File: config.mk
export PLATFORM = sky130hd
export DESIGN_NAME = icache_top
export DESIGN_NICKNAME = d
export VERILOG_FILES = /design/src/icache_pkg.sv /design/src/icache_lookup_if.sv /design/src/icache_fill_if.sv /design/src/icache_fetcher.sv /design/src/icache_blocks.sv /design/src/icache_memctrl.sv /design/src/icache_top.sv
export SDC_FILE = /design/constraint.sdc
export NUM_CORES = 2
export LEC_CHECK = 0
export BUFFER_PORTS_ARGS = -buffer_cell sky130_fd_sc_hd__buf_2
export CAP_MARGIN = 5
export CORE_MARGIN = 5
export CORE_UTILIZATION = 25
export DETAILED_ROUTE_END_ITERATION = 10
export GPL_TIMING_DRIVEN = 1
export SLEW_MARGIN = 40
export SYNTH_ARGS = -nofsm -noshare
export SYNTH_HDL_FRONTEND = slang
export SYNTH_HIERARCHICAL = 1
export SYNTH_SLANG_ARGS = --single-unit
File: constraint.sdc
create_clock -name aclk -period 13.6 [get_ports aclk]
set_clock_uncertainty 0.1 [all_clocks]
set_input_delay 2.04 -clock aclk [delete_from_list [all_inputs] [get_ports aclk]]
set_output_delay 2.04 -clock aclk [all_outputs]
set_load 0.1 [all_outputs]
File: src/icache_pkg.sv
/* Sizes, address split and burst codes shared by every instruction cache block.
   Import by wildcard in the module header of any file that needs them */
package icache_pkg;

    //////////////////////////////////////////////////
    // Bus widths
    //////////////////////////////////////////////////

    // Instruction width, fixed whatever the ISA
    localparam int ILEN       = 32;
    // Byte address width on both ports
    localparam int ADDR_W     = 32;
    // One memory beat
    localparam int MEM_DATA_W = 32;

    //////////////////////////////////////////////////
    // Cache geometry
    //////////////////////////////////////////////////

    // Instructions per line
    localparam int LINE_WORDS  = 4;
    // Line payload, data only
    localparam int BLOCK_W     = LINE_WORDS * ILEN;
    // Number of lines, direct mapped
    localparam int CACHE_DEPTH = 16;

    // Address split: tag | index | word | byte
    localparam int OFFSET_W    = $clog2(BLOCK_W / 8);
    localparam int INDEX_W     = $clog2(CACHE_DEPTH);
    localparam int TAG_W       = ADDR_W - INDEX_W - OFFSET_W;
    localparam int WORD_IDX_W  = $clog2(LINE_WORDS);
    localparam int BYTE_OFF_W  = OFFSET_W - WORD_IDX_W;

    //////////////////////////////////////////////////
    // Memory read burst fields
    //////////////////////////////////////////////////

    localparam int ARLEN_W   = 8;
    localparam int ARSIZE_W  = 3;
    localparam int ARBURST_W = 2;

    // One line per burst, 4-byte beats, incrementing
    localparam logic [ARLEN_W-1:0]   BURST_LEN  = ARLEN_W'(LINE_WORDS - 1);
    localparam logic [ARBURST_W-1:0] BURST_INCR = 2'b01;
    localparam logic [ARSIZE_W-1:0]  BEAT_SIZE  = 3'd2;

endpackage

File: src/icache_lookup_if.sv
/* Tag lookup and word read between the fetcher and the line storage.
   Results come back one cycle after ren and hold until the next ren */
`timescale 1ns/100ps

interface icache_lookup_if
    import icache_pkg::*;
    ();

    // Lookup strobe, one cycle
    logic              ren;
    // Full fetch address, offset selects the word
    logic [ADDR_W-1:0] raddr;
    // Selected instruction word
    logic [ILEN-1:0]   rdata;
    // Line valid and tag match
    logic              hit;

    modport fetcher (
        output ren,
        output raddr,
        input  rdata,
        input  hit
    );

    modport blocks (
        input  ren,
        input  raddr,
        output rdata,
        output hit
    );

endinterface

File: src/icache_fill_if.sv
/* Line write and flush clear from the memory controller into the line storage.
   wen writes a full line, flush clears every valid bit in one cycle */
`timescale 1ns/100ps

interface icache_fill_if
    import icache_pkg::*;
    ();

    // Full line write strobe
    logic               wen;
    // Line address, tag and index are used
    logic [ADDR_W-1:0]  waddr;
    // Whole line, lowest word in the low bits
    logic [BLOCK_W-1:0] wdata;
    // Clear all valid bits
    logic               flush;

    modport memctrl (
        output wen,
        output waddr,
        output wdata,
        output flush
    );

    modport blocks (
        input  wen,
        input  waddr,
        input  wdata,
        input  flush
    );

endinterface

File: src/icache_fetcher.sv
/* Fetch side of the cache: takes one request, looks it up, asks for a fill on miss
   and holds the read data until the fetch unit takes it */
`timescale 1ns/100ps

module icache_fetcher
    import icache_pkg::*;
    (
    input  logic              aclk,
    input  logic              rst_n,
    input  logic              flush_blocks,
    input  logic              ctrl_arvalid,
    output logic              ctrl_arready,
    input  logic [ADDR_W-1:0] ctrl_araddr,
    output logic              ctrl_rvalid,
    input  logic              ctrl_rready,
    output logic [ILEN-1:0]   ctrl_rdata,
    icache_lookup_if.fetcher  lookup,
    output logic              miss_req,
    output logic [ADDR_W-1:0] miss_addr,
    input  logic              fill_done
);

    typedef enum logic [1:0] {
        st_idle,
        st_lookup,
        st_wait_fill,
        st_respond
    } fetch_state_t;

    fetch_state_t      state_q;
    // Low while ren goes out, high while the result is checked
    logic              lk_wait_q;
    logic [ADDR_W-1:0] addr_q;
    logic              accept;
    logic              lookup_hit;

    //////////////////////////////////////////////////
    // Request side
    //////////////////////////////////////////////////

    // Only one request in flight, none taken while a flush is pending
    assign ctrl_arready = (state_q == st_idle) && !flush_blocks;
    assign accept       = ctrl_arvalid && ctrl_arready;

    // Result phase of a lookup that found the line
    assign lookup_hit = (state_q == st_lookup) && lk_wait_q && lookup.hit;

    assign lookup.ren   = (state_q == st_lookup) && !lk_wait_q;
    assign lookup.raddr = addr_q;

    // Fill always covers the whole line
    assign miss_addr = {addr_q[ADDR_W-1:OFFSET_W], {OFFSET_W{1'b0}}};

    assign ctrl_rvalid = (state_q == st_respond);

    //////////////////////////////////////////////////
    // Sequencer
    //////////////////////////////////////////////////

    always_ff @(posedge aclk or negedge rst_n) begin
        if (!rst_n) begin
            state_q   <= st_idle;
            lk_wait_q <= 1'b0;
            miss_req  <= 1'b0;
        end else begin
            case (state_q)
                st_idle: begin
                    if (accept) begin
                        state_q   <= st_lookup;
                        lk_wait_q <= 1'b0;
                    end
                end
                st_lookup: begin
                    if (!lk_wait_q) begin
                        lk_wait_q <= 1'b1;
                    end else if (lookup.hit) begin
                        state_q <= st_respond;
                    end else begin
                        // Miss, hand the line address to the memory side
                        state_q  <= st_wait_fill;
                        miss_req <= 1'b1;
                    end
                end
                st_wait_fill: begin
                    // Line is written now, look it up again
                    if (fill_done) begin
                        miss_req  <= 1'b0;
                        state_q   <= st_lookup;
                        lk_wait_q <= 1'b0;
                    end
                end
                default: begin
                    if (ctrl_rready) begin
                        state_q <= st_idle;
                    end
                end
            endcase
        end
    end

    // Address and response payload
    always_ff @(posedge aclk) begin
        if (accept) begin
            addr_q <= ctrl_araddr;
        end
        if (lookup_hit) begin
            ctrl_rdata <= lookup.rdata;
        end
    end

endmodule

File: src/icache_blocks.sv
/* Line storage of the direct-mapped cache: valid bits, tags and data.
   Lookups are registered, fills write a whole line in one cycle */
`timescale 1ns/100ps

module icache_blocks
    import icache_pkg::*;
    (
    input  logic          aclk,
    input  logic          rst_n,
    icache_lookup_if.blocks lookup,
    icache_fill_if.blocks   fill
);

    logic [TAG_W-1:0]      tag_mem  [CACHE_DEPTH];
    logic [BLOCK_W-1:0]    data_mem [CACHE_DEPTH];
    logic [CACHE_DEPTH-1:0] valid_q;

    // Read address fields
    logic [INDEX_W-1:0]    rd_index;
    logic [TAG_W-1:0]      rd_tag;
    logic [WORD_IDX_W-1:0] rd_word;
    // Write address fields
    logic [INDEX_W-1:0]    wr_index;
    logic [TAG_W-1:0]      wr_tag;

    // Lookup result registers
    logic                  valid_rd_q;
    logic [TAG_W-1:0]      tag_rd_q;
    logic [TAG_W-1:0]      req_tag_q;

    assign rd_index = lookup.raddr[OFFSET_W +: INDEX_W];
    assign rd_tag   = lookup.raddr[ADDR_W-1 -: TAG_W];
    assign rd_word  = lookup.raddr[BYTE_OFF_W +: WORD_IDX_W];
    assign wr_index = fill.waddr[OFFSET_W +: INDEX_W];
    assign wr_tag   = fill.waddr[ADDR_W-1 -: TAG_W];

    //////////////////////////////////////////////////
    // Valid bits
    //////////////////////////////////////////////////

    always_ff @(posedge aclk or negedge rst_n) begin
        if (!rst_n) begin
            valid_q    <= '0;
            valid_rd_q <= 1'b0;
        end else begin
            // Flush never overlaps a fill
            if (fill.flush) begin
                valid_q <= '0;
            end else if (fill.wen) begin
                valid_q[wr_index] <= 1'b1;
            end
            if (lookup.ren) begin
                valid_rd_q <= valid_q[rd_index];
            end
        end
    end

    //////////////////////////////////////////////////
    // Tag and data arrays
    //////////////////////////////////////////////////

    always_ff @(posedge aclk) begin
        if (fill.wen) begin
            tag_mem[wr_index]  <= wr_tag;
            data_mem[wr_index] <= fill.wdata;
        end
        // Word picked by the offset, tags compared after the register
        if (lookup.ren) begin
            tag_rd_q     <= tag_mem[rd_index];
            req_tag_q    <= rd_tag;
            lookup.rdata <= data_mem[rd_index][rd_word*ILEN +: ILEN];
        end
    end

    assign lookup.hit = valid_rd_q && (tag_rd_q == req_tag_q);

endmodule

File: src/icache_memctrl.sv
/* Memory side of the cache: one incrementing burst per missed line, line assembly,
   line write into storage and FENCE.i flush execution */
`timescale 1ns/100ps

module icache_memctrl
    import icache_pkg::*;
    (
    input  logic                 aclk,
    input  logic                 rst_n,
    input  logic                 flush_blocks,
    output logic                 flush_ack,
    input  logic                 miss_req,
    input  logic [ADDR_W-1:0]    miss_addr,
    output logic                 fill_done,
    output logic                 icache_arvalid,
    input  logic                 icache_arready,
    output logic [ADDR_W-1:0]    icache_araddr,
    output logic [ARLEN_W-1:0]   icache_arlen,
    output logic [ARSIZE_W-1:0]  icache_arsize,
    output logic [ARBURST_W-1:0] icache_arburst,
    input  logic                 icache_rvalid,
    output logic                 icache_rready,
    input  logic [MEM_DATA_W-1:0] icache_rdata,
    input  logic                 icache_rlast,
    icache_fill_if.memctrl       fill
);

    typedef enum logic [2:0] {
        ms_idle,
        ms_req,
        ms_burst,
        ms_write,
        ms_done,
        ms_flush,
        ms_ack
    } mem_state_t;

    mem_state_t            state_q;
    logic [WORD_IDX_W-1:0] beat_q;
    logic [BLOCK_W-1:0]    line_q;
    logic                  beat;

    assign beat = (state_q == ms_burst) && icache_rvalid;

    //////////////////////////////////////////////////
    // Burst and flush sequencer
    //////////////////////////////////////////////////

    always_ff @(posedge aclk or negedge rst_n) begin
        if (!rst_n) begin
            state_q <= ms_idle;
            beat_q  <= '0;
        end else begin
            case (state_q)
                ms_idle: begin
                    // A waiting miss goes before the flush
                    if (miss_req) begin
                        state_q <= ms_req;
                    end else if (flush_blocks) begin
                        state_q <= ms_flush;
                    end
                end
                ms_req: begin
                    if (icache_arready) begin
                        state_q <= ms_burst;
                        beat_q  <= '0;
                    end
                end
                ms_burst: begin
                    if (beat) begin
                        beat_q <= beat_q + 1'b1;
                        if (icache_rlast) begin
                            state_q <= ms_write;
                        end
                    end
                end
                ms_write: state_q <= ms_done;
                ms_flush: state_q <= ms_ack;
                default:  state_q <= ms_idle;
            endcase
        end
    end

    // Burst address and line assembly, lowest word first
    always_ff @(posedge aclk) begin
        if (state_q == ms_idle && miss_req) begin
            icache_araddr <= miss_addr;
        end
        if (beat) begin
            line_q[beat_q*MEM_DATA_W +: MEM_DATA_W] <= icache_rdata;
        end
    end

    //////////////////////////////////////////////////
    // Outputs
    //////////////////////////////////////////////////

    assign icache_arvalid = (state_q == ms_req);
    assign icache_arlen   = BURST_LEN;
    assign icache_arsize  = BEAT_SIZE;
    assign icache_arburst = BURST_INCR;
    // Never stalls the memory during a burst
    assign icache_rready  = (state_q == ms_burst);

    assign fill.wen   = (state_q == ms_write);
    assign fill.waddr = icache_araddr;
    assign fill.wdata = line_q;
    assign fill.flush = (state_q == ms_flush);

    assign fill_done = (state_q == ms_done);
    assign flush_ack = (state_q == ms_ack);

endmodule

File: src/icache_top.sv
/* Instruction cache top: fetch port on one side, burst read port to memory on the
   other, flush handshake for FENCE.i */
`timescale 1ns/100ps

module icache_top
    import icache_pkg::*;
    (
    input  logic                  aclk,
    input  logic                  rst_n,
    // FENCE.i flush
    input  logic                  flush_blocks,
    output logic                  flush_ack,
    // Fetch unit port
    input  logic                  ctrl_arvalid,
    output logic                  ctrl_arready,
    input  logic [ADDR_W-1:0]     ctrl_araddr,
    output logic                  ctrl_rvalid,
    input  logic                  ctrl_rready,
    output logic [ILEN-1:0]       ctrl_rdata,
    // Central memory read port
    output logic                  icache_arvalid,
    input  logic                  icache_arready,
    output logic [ADDR_W-1:0]     icache_araddr,
    output logic [ARLEN_W-1:0]    icache_arlen,
    output logic [ARSIZE_W-1:0]   icache_arsize,
    output logic [ARBURST_W-1:0]  icache_arburst,
    input  logic                  icache_rvalid,
    output logic                  icache_rready,
    input  logic [MEM_DATA_W-1:0] icache_rdata,
    input  logic                  icache_rlast
);

    // Miss handshake between fetcher and memory controller
    logic              miss_req;
    logic [ADDR_W-1:0] miss_addr;
    logic              fill_done;

    icache_lookup_if lookup_bus ();
    icache_fill_if   fill_bus ();

    //////////////////////////////////////////////////
    // Fetcher
    //////////////////////////////////////////////////

    icache_fetcher fetcher_i (
        .aclk         (aclk),
        .rst_n        (rst_n),
        .flush_blocks (flush_blocks),
        .ctrl_arvalid (ctrl_arvalid),
        .ctrl_arready (ctrl_arready),
        .ctrl_araddr  (ctrl_araddr),
        .ctrl_rvalid  (ctrl_rvalid),
        .ctrl_rready  (ctrl_rready),
        .ctrl_rdata   (ctrl_rdata),
        .lookup       (lookup_bus.fetcher),
        .miss_req     (miss_req),
        .miss_addr    (miss_addr),
        .fill_done    (fill_done)
    );

    // Line storage
    icache_blocks blocks_i (
        .aclk   (aclk),
        .rst_n  (rst_n),
        .lookup (lookup_bus.blocks),
        .fill   (fill_bus.blocks)
    );

    //////////////////////////////////////////////////
    // Memory controller
    //////////////////////////////////////////////////

    icache_memctrl memctrl_i (
        .aclk           (aclk),
        .rst_n          (rst_n),
        .flush_blocks   (flush_blocks),
        .flush_ack      (flush_ack),
        .miss_req       (miss_req),
        .miss_addr      (miss_addr),
        .fill_done      (fill_done),
        .icache_arvalid (icache_arvalid),
        .icache_arready (icache_arready),
        .icache_araddr  (icache_araddr),
        .icache_arlen   (icache_arlen),
        .icache_arsize  (icache_arsize),
        .icache_arburst (icache_arburst),
        .icache_rvalid  (icache_rvalid),
        .icache_rready  (icache_rready),
        .icache_rdata   (icache_rdata),
        .icache_rlast   (icache_rlast),
        .fill           (fill_bus.memctrl)
    );

endmodule

==> results.md <==
- Final Cycle Share: 36.0%
- Minimum clock period: 4.90 ns
- Post-CTS Setup Inserts: 0
- Setup TNS Final: 0 ns
- Vias/cell: 4.56
- CTS Hold Bufs: 0
- Startpoint type of the worst setup path: primary input
- P&R area growth vs syn: 15.8%
- Routed via count: 48.3k
- PortBufs: 138
- Critical Path End Type: primary output
- Initial antenna violation count: 43
- Vias in the first global route: 50.0k
- Synthesis Warnings: 6
- CORE AREA: 417000 um2
- Arrival time at the worst endpoint: 2.76 ns
- Mapped Cells: 4610
- FP Rows: 237
- Placed Instances: 10.1k
- Largest net degree at the start of global routing: 105
- Clock Latency Late Sink: 0.85 ns
- Clk slew on worst S/H paths: 0.06 ns
- Final hold violation count: 0
- Global-route wire length before repair: 376 mm
- Detailed-placement wirelength estimate: 138 mm
- Final Net Count: 4944
- Initial Util: 25.1%
- Die width: 656 um
- Post_cts resized: 0
- First drt pass iteration count: 7
- Inserted Clock Buffers: 291
- F_max: 204 MHz
- LEAKAGE: 37.0 nW
- Synth Cell Area: 104000 um2
- Clk root buf: clkbuf_16
- DRT iter0 DRCs: 5447
- WL final: 264 mm
- CTS tree: built
- Total track usage: 11.9%
- Layout cells sized above 1: 26.3%
- CP required: 11.46 ns
- Bufs on Longest Clock Path: 4
- Final slew viol count: 0
- Pin slew with the least headroom to its limit: 0.981 ns
- Overflow after GRT: 0
- Top-Level Pins: 154
- Maximum vdd drop: 0.138 mV
- Total chip power: 19.9 mW
- Rel. slew slack: 34.6%
- Detail Route Antenna Nets: 0
- Drc violations: 0
- RSZ-0062 raised after global routing: false
- Max-Cap Viols: 0
- Pwr dens: 165 nW/um2
- Final std cells w/o fill: 10.6k
- Min-Delay Path Class: flop to flop
- Mean routed wirelength per cell: 24.9 um
- Die Y: 656 um
- Clock sink total: 2760
- GPL Wtd Cong: 0.710
- Avg Cell Area, Syn: 22.7 um2
- Setup violators final: 0
- Status: completed
- CP max FO: 4
- Die area: 431000 um2
- FILL cells: 40.1k
- Critical path type: primary input to primary output
- H-tree depth: 5
-- report_power, final --
| part | switching, mW | internal, mW | total (mW) |
|---|---|---|---|
| combinational | 1.42 | 0.635 | 2.05 |
| sequential | 0.341 | 9.96 | 10.3 |
| clock | 3.20 | 4.34 | 7.54 |
-- layer usage --
| layer | part of all wire (%) | GRT usage, % | wire length [um] |
|---|---|---|---|
| met1 | 41 | 15.9 | 107000 |
| met2 | 49 | 19.8 | 129000 |
| met3 | 7.4 | 2.23 | 19700 |
| met4 | 3.0 | 3.50 | 8010 |
| met5 | 0.022 | 0 | 58 |
-- final cells by class --
type / count / area (um2) / area share (%)
Tap cell: 5497 / 6880 / 5.69
Inverter: 7 / 26.3 / 0.0217
Clock inverter: 147 / 1140 / 0.943
Multi-Input combinational cell: 1542 / 20100 / 16.6
Sequential cell: 2760 / 82700 / 68.4
Timing Repair Buffer: 259 / 2200 / 1.82
Clock buffer: 367 / 7760 / 6.41
Antenna cell: 28 / 70.1 / 0.0579
-- flip-flops by register name, indices dropped and copies added (netlist names) --
| signal | flops |
|---|---|
| memctrl_i/fill.wdata | 128 |
| blocks_i/lookup.rdata | 32 |
| fetcher_i/lookup.raddr | 30 |
| memctrl_i/fill.waddr | 32 |
| fetcher_i/lk_wait_q | 1 |
| blocks_i/tag_rd_q | 24 |
| memctrl_i/state_q | 3 |
| blocks_i/data_mem | 2048 |
| blocks_i/req_tag_q | 24 |
| memctrl_i/beat_q | 2 |
| fetcher_i/ctrl_rdata | 32 |
| blocks_i/valid_q | 16 |
| fetcher_i/state_q | 2 |
| fetcher_i/miss_req | 1 |
| blocks_i/valid_rd_q | 1 |
| blocks_i/tag_mem | 384 |
-- final timing paths --
check | end | cells past startpoint | slack [ns] | from
worst max-delay path | ctrl_arready | 3 | 8.70 | flush_blocks
worst min-delay path | fetcher_i/ctrl_rdata[20]$_DFFE_PP_ | 0 | 0.32 | blocks_i/lookup.rdata[20]$_DFFE_PP_
worst max register to register | blocks_i/lookup.rdata[29]$_DFFE_PP_ | 9 | 8.70 | fetcher_i/lookup.raddr[6]$_DFFE_PP_
worst min register to register | fetcher_i/ctrl_rdata[20]$_DFFE_PP_ | 0 | 0.32 | blocks_i/lookup.rdata[20]$_DFFE_PP_
max in group asynchronous | blocks_i/valid_q[1]$_DFFE_PN0P_ | 1 | 11.75 | rst_n
min in group asynchronous | memctrl_i/state_q[0]$_DFFE_PN0P_ | 1 | 1.13 | rst_n
-- stage by stage --
stage	utilization, %	instance area, um2	worst slack (ns)	hold WS [ns]
after floorplan	-	105000	1.08	0.300
after global placement	26.7	111000	8.61	0.314
after detailed placement	26.9	112000	8.70	0.306
after CTS	29.0	121000	8.62	0.319
after global routing	29.0	121000	8.45	0.326
final	29.0	121000	8.70	0.320
-- worst max-delay path, stage by stage --
cell and delay [ns]:
buf_2 0.12, nor2b_1 0.14, buf_2 0.45
-- placed cells by master, fill, tap and decap left out, types with 7 or more instances in the layout --
cell          n
and2_2       24
a311oi_1      9
bufinv_16    16
and3_1       26
buf_4        61
a21oi_1      15
o21ai_0       9
nor2_1       45
diode_2      28
xnor2_1       9
a22oi_1      54
nand2b_1     15
o221ai_1     47
nand2_1      77
clkinv_1     71
ha_1         11
edfxtp_1   2734
mux4_2      604
clkbuf_16   299
conb_1       17
nand4_1      55
inv_1         7
buf_16       11
and2_1      108
nand3_1      63
a211oi_1     44
xor2_1       16
buf_6        25
inv_6         9
nor2_4       14
mux2i_1      62
mux2_2       22
clkbuf_1     66
buf_2       138
clkinv_2     42
buf_12       21
dfrtp_1      26
o22ai_1      62
nor2b_1      48
Power figures use the tool's default switching activity.
